==> src/rtl/mixer_pkg.sv <==
// fixed mixer geometry of 8 inputs to 2 outputs; ring depth must stay a power of two
package mixer_pkg;

    // channel layout
    localparam int NUM_CH_IN  = 8;
    localparam int NUM_CH_OUT = 2;
    localparam int CH_PER_OUT = NUM_CH_IN / NUM_CH_OUT;  // inputs per output group

    // datapath widths
    localparam int SAMPLE_W = 24;
    localparam int VOL_W    = 32;
    localparam int VOL_FRAC = 24;  // 8.24 gain, unity is 0x0100_0000

    // rescaled product: signed sample times zero-extended volume, shifted down
    localparam int PROD_W = SAMPLE_W + VOL_W + 1 - VOL_FRAC;

    // slice timing
    localparam int MULT_LATENCY = 6;
    localparam int TIMESLICE    = CH_PER_OUT + MULT_LATENCY + 2;  // + saturate + sum
    localparam int SLICE_CNT_W  = $clog2(TIMESLICE);

    // input ring buffers
    localparam int RB_DEPTH = 4;
    localparam int RB_PTR_W = $clog2(RB_DEPTH);
    localparam int RB_CNT_W = $clog2(RB_DEPTH + 1);

    localparam int IN_CH_W  = $clog2(NUM_CH_IN);
    localparam int OUT_CH_W = (NUM_CH_OUT > 1) ? $clog2(NUM_CH_OUT) : 1;

    typedef logic signed [SAMPLE_W-1:0] sample_t;
    typedef logic        [VOL_W-1:0]    volume_t;
    typedef logic signed [PROD_W-1:0]   product_t;

    typedef logic [NUM_CH_IN-1:0]  in_mask_t;
    typedef logic [NUM_CH_OUT-1:0] out_mask_t;

    typedef logic [IN_CH_W-1:0]     in_ch_t;
    typedef logic [OUT_CH_W-1:0]    out_ch_t;
    typedef logic [SLICE_CNT_W-1:0] slice_cnt_t;
    typedef logic [RB_PTR_W-1:0]    rb_ptr_t;
    typedef logic [RB_CNT_W-1:0]    rb_cnt_t;

    // last count of a slice
    localparam slice_cnt_t SLICE_LAST = slice_cnt_t'(TIMESLICE - 1);

    // clamp limits of a 24-bit sample
    localparam sample_t SAT_MAX = {1'b0, {(SAMPLE_W-1){1'b1}}};  // 0x7fffff
    localparam sample_t SAT_MIN = {1'b1, {(SAMPLE_W-1){1'b0}}};  // 0x800000

    // what the sequencer hands the datapath each cycle
    typedef struct packed {
        in_ch_t in_ch;      // input presented to the multiplier
        logic   slice_end;  // last cycle of the slice
    } slot_t;

endpackage
==> src/rtl/audio_mixer.sv <==
// 8-in 2-out mixer at a fixed slice rate; no back-pressure, unrequested outputs are skipped
`timescale 1ns/10ps

module audio_mixer import mixer_pkg::*; (
    input  logic                     clk,
    input  logic                     rst,
    input  in_mask_t                 rst_ch_i,  // per-input buffer flush
    input  in_mask_t                 ack_i,     // sample write strobes
    input  sample_t [NUM_CH_IN-1:0]  data_i,
    input  volume_t [NUM_CH_IN-1:0]  vol_i,     // 8.24 gains
    output in_mask_t                 pop_o,
    input  out_mask_t                pop_i,     // output requests
    output sample_t                  data_o,
    output out_mask_t                ack_o
);

    sample_t [NUM_CH_IN-1:0] head;  // ring buffer heads
    slot_t                   slot;
    product_t                product;

    // input ring buffers
    for (genvar i = 0; i < NUM_CH_IN; i++) begin : g_rb
        sample_ringbuf rb_inst (
            .clk    (clk),
            .rst    (rst),
            .clr_i  (rst_ch_i[i]),
            .wr_i   (ack_i[i]),
            .data_i (data_i[i]),
            .pop_i  (pop_o[i]),
            .head_o (head[i])
        );
    end

    mix_sequencer seq_inst (
        .clk    (clk),
        .rst    (rst),
        .pop_i  (pop_i),
        .slot_o (slot),
        .ack_o  (ack_o)
    );

    volume_multiplier mult_inst (
        .clk       (clk),
        .in_ch_i   (slot.in_ch),
        .samples_i (head),
        .vol_i     (vol_i),
        .product_o (product)
    );

    mix_accumulator acc_inst (
        .clk         (clk),
        .rst         (rst),
        .product_i   (product),
        .slice_end_i (slot.slice_end),
        .sum_o       (data_o)
    );

    // input i belongs to output i mod NUM_CH_OUT
    assign pop_o = {CH_PER_OUT{ack_o}};

endmodule

==> src/rtl/mix_accumulator.sv <==
// clamps each product to 24 bits and sums one group per slice; every add saturates, no extra headroom
`timescale 1ns/10ps

module mix_accumulator import mixer_pkg::*; (
    input  logic     clk,
    input  logic     rst,
    input  product_t product_i,
    input  logic     slice_end_i,
    output sample_t  sum_o
);

    sample_t               sat_q;   // clamped product
    sample_t               sum_q;   // running group sum
    logic [MULT_LATENCY:0] live_q;  // fill marker, bit 0 set once real products arrive

    logic prod_in_range;

    // 24-bit add that clamps instead of wrapping
    function automatic sample_t sat_add(sample_t a, sample_t b);
        logic [SAMPLE_W:0] s;
        s = {a[SAMPLE_W-1], a} + {b[SAMPLE_W-1], b};
        case (s[SAMPLE_W:SAMPLE_W-1])
            2'b01:   return SAT_MAX;  // positive overflow
            2'b10:   return SAT_MIN;  // negative overflow
            default: return s[SAMPLE_W-1:0];
        endcase
    endfunction

    // upper bits all equal means the product fits in a sample
    assign prod_in_range = (&product_i[PROD_W-1:SAMPLE_W-1]) |
                           ~(|product_i[PROD_W-1:SAMPLE_W-1]);

    always_ff @(posedge clk) begin
        if (prod_in_range) begin
            sat_q <= product_i[SAMPLE_W-1:0];
        end else begin
            sat_q <= product_i[PROD_W-1] ? SAT_MIN : SAT_MAX;
        end
    end

    // restart at slice end, ones march down until the first group product lands
    always_ff @(posedge clk) begin
        if (rst) begin
            live_q <= '0;
        end else if (slice_end_i) begin
            live_q <= '0;
        end else begin
            live_q <= {1'b1, live_q[MULT_LATENCY:1]};
        end
    end

    always_ff @(posedge clk) begin
        if (!live_q[0]) begin
            sum_q <= '0;  // pipeline still holds the previous group
        end else begin
            sum_q <= sat_add(sum_q, sat_q);
        end
    end

    // valid only in the slice end cycle
    assign sum_o = sum_q;

endmodule

==> src/rtl/volume_multiplier.sv <==
// six-stage gain multiply; one operand per cycle, result is (sample * volume) >>> 24 without clamp
`timescale 1ns/10ps

module volume_multiplier import mixer_pkg::*; (
    input  logic                     clk,
    input  in_ch_t                   in_ch_i,
    input  sample_t [NUM_CH_IN-1:0]  samples_i,
    input  volume_t [NUM_CH_IN-1:0]  vol_i,
    output product_t                 product_o
);

    // full-precision product of signed sample and unsigned gain
    typedef logic signed [SAMPLE_W+VOL_W:0] wide_t;

    localparam int DLY_STAGES = MULT_LATENCY - 3;  // after select, multiply, rescale

    sample_t  sample_q;  // stage 1
    volume_t  vol_q;
    wide_t    mult_q;    // stage 2
    product_t scaled_q;  // stage 3
    product_t dly_q [DLY_STAGES];

    // operand select
    always_ff @(posedge clk) begin
        sample_q <= samples_i[in_ch_i];
        vol_q    <= vol_i[in_ch_i];
    end

    // gain is unsigned, so extend it with a zero sign bit
    always_ff @(posedge clk) begin
        mult_q <= wide_t'(sample_q) * wide_t'($signed({1'b0, vol_q}));
    end

    // drop the fraction bits, upper slice equals an arithmetic shift
    always_ff @(posedge clk) begin
        scaled_q <= mult_q[SAMPLE_W+VOL_W:VOL_FRAC];
    end

    // balance stages for retiming of the multiplier
    always_ff @(posedge clk) begin
        dly_q[0] <= scaled_q;
        for (int i = 1; i < DLY_STAGES; i++) begin
            dly_q[i] <= dly_q[i-1];
        end
    end

    assign product_o = dly_q[DLY_STAGES-1];

endmodule

==> src/rtl/mix_sequencer.sv <==
// fixed 12-cycle slices per output; a request must be latched before its slice opens to be served
`timescale 1ns/10ps

module mix_sequencer import mixer_pkg::*; (
    input  logic      clk,
    input  logic      rst,
    input  out_mask_t pop_i,
    output slot_t     slot_o,
    output out_mask_t ack_o
);

    slice_cnt_t cnt_q;     // position inside the slice
    in_ch_t     in_ch_q;   // input fed to the multiplier
    out_ch_t    out_ch_q;  // output being mixed
    out_mask_t  req_q;     // pending consumer requests
    logic       valid_q;   // current slice answers a request

    logic      slice_end;
    out_ch_t   out_ch_nxt;
    out_mask_t cur_mask;

    assign slice_end = (cnt_q == SLICE_LAST);
    assign cur_mask  = out_mask_t'(1) << out_ch_q;

    // next output channel, wrapping
    assign out_ch_nxt = (out_ch_q == out_ch_t'(NUM_CH_OUT - 1)) ? '0 : out_ch_q + 1'b1;

    // slice counter and channel indices
    always_ff @(posedge clk) begin
        if (rst) begin
            cnt_q    <= '0;
            in_ch_q  <= '0;
            out_ch_q <= '0;
        end else if (slice_end) begin
            cnt_q    <= '0;
            out_ch_q <= out_ch_nxt;
            in_ch_q  <= in_ch_t'(out_ch_nxt);  // group starts at its output index
        end else begin
            cnt_q   <= cnt_q + 1'b1;
            in_ch_q <= in_ch_q + in_ch_t'(NUM_CH_OUT);  // stride across the group
        end
    end

    // request latches
    // taken and cleared as the slice opens, a late pop_i waits a full round
    always_ff @(posedge clk) begin
        if (rst) begin
            req_q   <= '0;
            valid_q <= 1'b0;
        end else if (cnt_q == '0) begin
            valid_q <= req_q[out_ch_q];
            req_q   <= (req_q & ~cur_mask) | pop_i;  // new pop wins over clear
        end else begin
            req_q <= req_q | pop_i;
        end
    end

    // one pulse per served request, aligned with the finished sum
    assign ack_o = (slice_end && valid_q) ? cur_mask : '0;

    assign slot_o.in_ch     = in_ch_q;
    assign slot_o.slice_end = slice_end;

endmodule

==> src/rtl/sample_ringbuf.sv <==
// 4-entry sample FIFO; empty head reads zero, writes while full are dropped unless popped
`timescale 1ns/10ps

module sample_ringbuf import mixer_pkg::*; (
    input  logic    clk,
    input  logic    rst,
    input  logic    clr_i,   // per-channel flush
    input  logic    wr_i,
    input  sample_t data_i,
    input  logic    pop_i,
    output sample_t head_o
);

    sample_t mem [RB_DEPTH];  // sample storage, no reset
    rb_ptr_t rd_ptr_q;
    rb_ptr_t wr_ptr_q;
    rb_cnt_t count_q;

    logic empty;
    logic full;
    logic do_pop;
    logic do_wr;

    assign empty  = (count_q == '0);
    assign full   = (count_q == rb_cnt_t'(RB_DEPTH));
    assign do_pop = pop_i & ~empty;
    assign do_wr  = wr_i & (~full | do_pop);  // full slot freed by same-cycle pop

    always_ff @(posedge clk) begin
        if (do_wr) begin
            mem[wr_ptr_q] <= data_i;
        end
    end

    always_ff @(posedge clk) begin
        if (rst || clr_i) begin
            rd_ptr_q <= '0;
            wr_ptr_q <= '0;
            count_q  <= '0;
        end else begin
            if (do_wr) wr_ptr_q <= wr_ptr_q + 1'b1;  // wraps at depth
            if (do_pop) rd_ptr_q <= rd_ptr_q + 1'b1;
            case ({do_wr, do_pop})
                2'b10:   count_q <= count_q + 1'b1;
                2'b01:   count_q <= count_q - 1'b1;
                default: count_q <= count_q;
            endcase
        end
    end

    // head visible without a read strobe
    assign head_o = empty ? '0 : mem[rd_ptr_q];

endmodule

==> config.mk <==
export PLATFORM = sky130hd
export DESIGN_NAME = audio_mixer
export DESIGN_NICKNAME = d
export VERILOG_FILES = /design/src/rtl/mixer_pkg.sv /design/src/rtl/audio_mixer.sv /design/src/rtl/mix_accumulator.sv /design/src/rtl/volume_multiplier.sv /design/src/rtl/mix_sequencer.sv /design/src/rtl/sample_ringbuf.sv
export SDC_FILE = /design/constraint.sdc
export NUM_CORES = 2
export LEC_CHECK = 0
export ABC_AREA = 1
export BUFFER_PORTS_ARGS = -buffer_cell sky130_fd_sc_hd__buf_2
export CORE_AREA = 4 4 386 483
export CTS_BUF_LIST = sky130_fd_sc_hd__clkbuf_8
export CTS_CLUSTER_DIAMETER = 200
export DETAILED_ROUTE_END_ITERATION = 7
export DIE_AREA = 0 0 390 487
export HOLD_SLACK_MARGIN = 0.02
export SETUP_SLACK_MARGIN = 0.3
export SLEW_MARGIN = 20
export SYNTH_ARGS = -nofsm -noshare
export SYNTH_HDL_FRONTEND = slang
export SYNTH_HIERARCHICAL = 1
export SYNTH_SLANG_ARGS = --single-unit
==> constraint.sdc <==
create_clock -name clk -period 14.6 [get_ports clk]
set_input_delay 2.19 -clock clk [delete_from_list [all_inputs] [get_ports clk]]
set_output_delay 2.19 -clock clk [all_outputs]
set_load 0.02 [all_outputs]
After elaboration in Yosys (flattened, before gate mapping). Memories as Yosys holds them, arrays and structs flattened. A register that Yosys moved wholly into a read port is not among the register bits. Index checks and enable logic that the tools add are counted.

Flip-flop bits (word level): 268. Bits in latches: 0. Bits in writable memories: 867. Bits in read-only memories: 0. Input port bits: 468. Output and inout port bits: 34. Word-level logic and storage cells: 251. Memories: 9.

Memories: mult_inst.dly_q (words 3, width 33, read ports 3, clocked after memory_dff 0, wr ports 3, line volume_multiplier.sv:21) `product_t dly_q [DLY_STAGES];`; g_rb[0].rb_inst.mem (words 4, width 24, read ports 1, clocked after memory_dff 1, wr ports 1, line sample_ringbuf.sv:14) `sample_t mem [RB_DEPTH];`; g_rb[1].rb_inst.mem (words 4, width 24, read ports 1, clocked after memory_dff 1, wr ports 1, line sample_ringbuf.sv:14); g_rb[2].rb_inst.mem (words 4, width 24, read ports 1, clocked after memory_dff 1, wr ports 1, line sample_ringbuf.sv:14); g_rb[3].rb_inst.mem (words 4, width 24, read ports 1, clocked after memory_dff 1, wr ports 1, line sample_ringbuf.sv:14); g_rb[4].rb_inst.mem (words 4, width 24, read ports 1, clocked after memory_dff 1, wr ports 1, line sample_ringbuf.sv:14); 3 more memories.

Add/subtract/negate cells: 36. $mul: 1. Div/mod/pow operators: 0. Order comparisons: 2. Eq/ne operators: 27. Shift-type cells: 1. Mux-type cells: 62. Bitwise logic cells: 46. Reduce and logical (&&, ||, !) cells: 29.

Operators by type and width (count): two-way mux 24 bit (11); binary-select mux 32 bit (select 3 bit) (1); binary-select mux 24 bit (select 3 bit) (1); multiplier 24 x 33 -> 57 bit (1); one-hot mux 24 bit (2 select lines) (1); one-hot mux 3 bit (2 select lines) (8); two-way mux 2 bit (18); adder 2 x 1 -> 2 bit, second input constant (16); two-way mux 32 bit (1); adder 24 x 24 -> 25 bit (1); adder 3 x 1 -> 3 bit, second input constant (8); equality test 3 bit, second input constant (8); logical NOT 3 bit (8); subtractor 3 x 1 -> 3 bit, second input constant (8); two-way mux 1 bit (20); equality test 2 x 1 -> 1 bit, second input constant (9); equality test 2 bit, second input constant (9); NOT 1 bit (17); AND 1 bit (16); nonzero test 2 bit (8); AND reduction 10 bit (1); OR reduction 10 bit (1); OR 1 bit (9); logical OR 1 bit (8); 14 further kinds (15).

Logic depth before layout (Yosys ltp).
Word-level depth: 8. Gate-level depth with buffers: 29. Gate-level depth less buffers: 28.

Cells and area by module. The synthesis kept the hierarchy.

Modules (own cells, without submodules): volume_multiplier (instances 1, cells each 4611, area an instance 34745.8 sq um); sample_ringbuf (instances 8, cells each 348, area an instance 4204.0 sq um); mix_accumulator (instances 1, cells each 549, area an instance 3525.9 sq um); mix_sequencer (instances 1, cells each 58, area an instance 432.9 sq um); audio_mixer (instances 1, cells each 8, area an instance 60.1 sq um).

Worst setup path after synthesis. OpenSTA, ideal clock, no wires.

Path type: reg-to-reg. From: register mult_inst.vol_q[28]. To: register mult_inst.mult_q[47]. Library setup time: 0.113 ns. Arrival: 5.622 ns. Data required time: 14.487 ns. Path slack: 8.865 ns. Cell stages (with the launch flop): 25. Path buffers: 1. Clock period less this slack: 5.735 ns. Path through: dfxtp_1 -> clkbuf_1 -> nand2_1 -> fa_1 -> inv_1 -> fa_1 -> inv_1 -> fa_1 -> inv_1 -> fa_1 -> fa_1 -> fa_1 -> inv_1 -> fa_1 -> inv_1 -> ha_1 -> nand2_1 -> nor2_1 -> inv_2 -> nor2_2 -> inv_1 -> nor3_1 -> nand3_1 -> nand4_1 -> nand2_1.

Longest elaborated chain between the ends: 1.

RTL lines: start, declared (line volume_multiplier.sv:18) `volume_t vol_q;`; start signal, assigned (line volume_multiplier.sv:26) `vol_q <= vol_i[in_ch_i];`; multiplier 24 x 33 -> 57 bit (line volume_multiplier.sv:31) `mult_q <= wide_t'(sample_q) * wide_t'($signed({1'b0, vol_q}));`; end signal, assigned (line volume_multiplier.sv:31); end, declared (line volume_multiplier.sv:19) `wide_t mult_q;`.

Every way passes these cells. A chain may end at the register's enable or synchronous reset.

Final worst setup path.
From: register mult_inst.sample_q[3]. To: register mult_inst.mult_q[42].

Longest elaborated chain between the ends: 1.

RTL lines: start, declared (line volume_multiplier.sv:17) `sample_t sample_q;`; start signal, assigned (line volume_multiplier.sv:25) `sample_q <= samples_i[in_ch_i];`; multiplier 24 x 33 -> 57 bit (line volume_multiplier.sv:31).

Every way passes these cells.

==> flow_summary.toml <==
[run_status]
status = "finished, final reports clean"

[setup_path]
critical_path.startpoint_type = "flip-flop"
cp_data_arrival_time_ns = 7.84
cpPeakStageDelay_ns = 0.92
cpMostUsedCell = "fa_1"
crit_slowest_cell = "dfxtp_2"
required_ns = 15.40
critPathMaxFanout = 32
path_cells = "nand2_1, fa_1, fa_1, fa_1, fa_1, inv_1, fa_1, fa_1, inv_1, fa_1, inv_1, ha_1, a21oi_1, o21ai_0, nand2_1, nand2_1, inv_1, o21ai_1, nand2_1, nand3_1, xor2_1"
critPathKind = "flip-flop to flip-flop"
cp-end-kind = "flip-flop"

[hold_path]
hp-class = "flip-flop to flip-flop"

[timing]
finalSetupViolCount = 0
worstMarginPinSlew_ns = 1.035
hold_violations = 0
fin_crit_sh_pct = 48.25
slew_headroom_pct = 31.02
rsz0062_at_grt = "false"
report.final.slew_viol_count = 0
tns_ns = 0
clock.fmax_mhz = 142.0
clock_skew_ns = 0.07164
period_needed_ns = 7.045

[logic_synthesis]
synth_nets = 9418
synthFlopType = "edfxtp_1"
yosys-top-cells-area = "edfxtp_1, fa_1, dfxtp_1"
synth_cell_types = 46
synth.yosys.warnings = 6
async_flop_share_pct = 0
syn_inst = 8010
syn_area_per_cell_um2 = 9.038
synth_edf_count = 768
yosysTopAreaCellShare_pct = 31.86
synth_area_um2 = 72400
yosys.area.top_type = "edfxtp_1"
ys_seq_elements = 1126
synth_seq_area_share_pct = 41.75

[drt]
drc_errors = 0
drt_pass1_iterations = 6
ant_nets = 0
wl_um = 236400
via_per_inst = 5.112
wl_per_cell_um = 21.63
drtIter0Drc = 4406
vias = 55870

[die]
rows = 175
die_w_um = 390
fp.coreArea_um2 = 181700
dieArea_um2 = 189900
ioPinCount = 502
die_h_um = 487
start_util_pct = 39.84

[cells_and_area]
fin_nets = 9766
n_fill_cell = 17730
layout-drive-gt1-share_pct = 12.10
syn2layout_area_growth_pct = 11.16
final_cell_mix = "inv_1, nor2_1, nand2_1"
layout_commonest_cell = "inv_1"
final_core_util_pct = 44.28
finalInstanceArea_um2 = 80470

[global_route]
grtUsageTotal_pct = 24.57
grt_first_pass_wirelength_um = 349500
grt_overflow = 0
grt_pass1_vias = 56980
antenna_found_initial = 96
grt_max_degree = 140

[clock_tree]
clkSinkCount = 1126
cts_buffers = 177
cts_resized = 0
postCtsSetupBuffers = 0
clock-root-buffer = "clkbuf_8"
htree_levels = 4
cts_tree = "built"
cts_buffer_depth = 3
hold_buffers = 0
clk_pin_slew_ns = 0.06
clk-insertion-delay-late_ns = 0.94

[place]
placed_area_um2 = 76720
portBuffers = 501
dp_hpwl_um = 175200
place_congestion = 0.9777

[flow_run]
cap_violations = 0
-- worst max-delay path, delay by kind of cell, from the launching register on --
family / cells / cell delay [ns]
adders and majority gates: 8 / 3.96
and+or+nand+nor: 5 / 0.68
xor gates and xnor gates: 1 / 0.26
AOI/OAI and AO/OA: 3 / 0.86
DFF: 1 / 0.92
buffers and inverters: 4 / 0.22
-- cells by family after synthesis --
| kind of cell | after synthesis | synth area share, % |
|---|---|---|
| adders and majority gates | 940 | 23.15 |
| xor gates and xnor gates | 18 | 0.2178 |
| AOI/OAI and AO/OA | 1206 | 8.816 |
| DFF | 1126 | 41.75 |
| and+or+nand+nor | 2874 | 15.80 |
| buffers and inverters | 1846 | 10.26 |
-- synthesized netlist by cell type (all sizes together) (6+ instances only) --
| library cell | number |
|---|---|
| nor2 | 1436 |
| inv | 1435 |
| nand2 | 1202 |
| edfxtp | 768 |
| o21ai | 706 |
| fa | 666 |
| dfxtp | 358 |
| a21oi | 350 |
| ha | 274 |
| clkbuf | 223 |
| buf | 188 |
| nand3 | 131 |
| a31oi | 59 |
| o22ai | 56 |
| nand4 | 33 |
| or2 | 23 |
| nor3 | 21 |
| o21bai | 14 |
| xor2 | 10 |
| and2 | 9 |
| and3 | 9 |
| a31o | 8 |
| xnor2 | 8 |
| nand3b | 7 |
| a21o | 6 |
-- per-stage QoR --
step                std cells  hold WS (ns)  setup slack (ns)
detailed placement      10570        0.3121             7.552
global placement        10570        0.3099             7.295
global route            10910        0.3213             7.132
CTS                     10900        0.3096             7.527
finish                  10930        0.3044             7.555
floorplan                8010        0.3096             8.865
-- final timing paths --
kind	start	end	slack, ns	cells after the start
worst max register to register	mult_inst/sample_q[3]	mult_inst/mult_q[42]	7.56	21
worst max-delay path	mult_inst/sample_q[3]	mult_inst/mult_q[42]	7.56	21
worst min register to register	mult_inst/dly_q[0][9]	mult_inst/dly_q[0][42]	0.30	0
worst min-delay path	mult_inst/dly_q[0][9]	mult_inst/dly_q[0][42]	0.30	0
-- registers in the layout (all words and copies together) (netlist names), named ones only --
register and count:
acc_inst/live_q 7, acc_inst/sat_q 24, acc_inst/sum_o 24, g_rb.rb_inst/count_q 24
g_rb.rb_inst/mem 768, g_rb.rb_inst/rd_ptr_q 16, g_rb.rb_inst/wr_ptr_q 16, mult_inst/dly_q 99
mult_inst/mult_q 33, mult_inst/sample_q 24, mult_inst/scaled_q 33, mult_inst/vol_q 32
seq_inst/cnt_q 4, seq_inst/in_ch_q 3, seq_inst/req_q 2, seq_inst/valid_q 1
-- area by class of cell --
cell class / instances / area (µm²) / share of cell area, %
Clock buffer: 198 / 2725 / 3.386
Sequential cell: 1126 / 30260 / 37.60
Clock inverter: 133 / 955.9 / 1.188
Antenna cell: 31 / 77.57 / 0.09640
Inverter: 1435 / 5396 / 6.706
Tap cell: 2389 / 2989 / 3.714
Multi-Input combinational cell: 5038 / 34960 / 43.44
Timing Repair Buffer: 580 / 3113 / 3.868
-- per-layer routing --
layer,track usage [%],part of all wire (%),vias to the layer above
li1,-,-,25740
met1,29.11,38,27260
met2,42.35,49,2303
met3,5.635,8.0,505
met4,11.40,5.0,62
met5,0,0.16,-
Power is not shown: default switching activity piles up to over one toggle a cycle in this logic, so the estimate is an artifact.
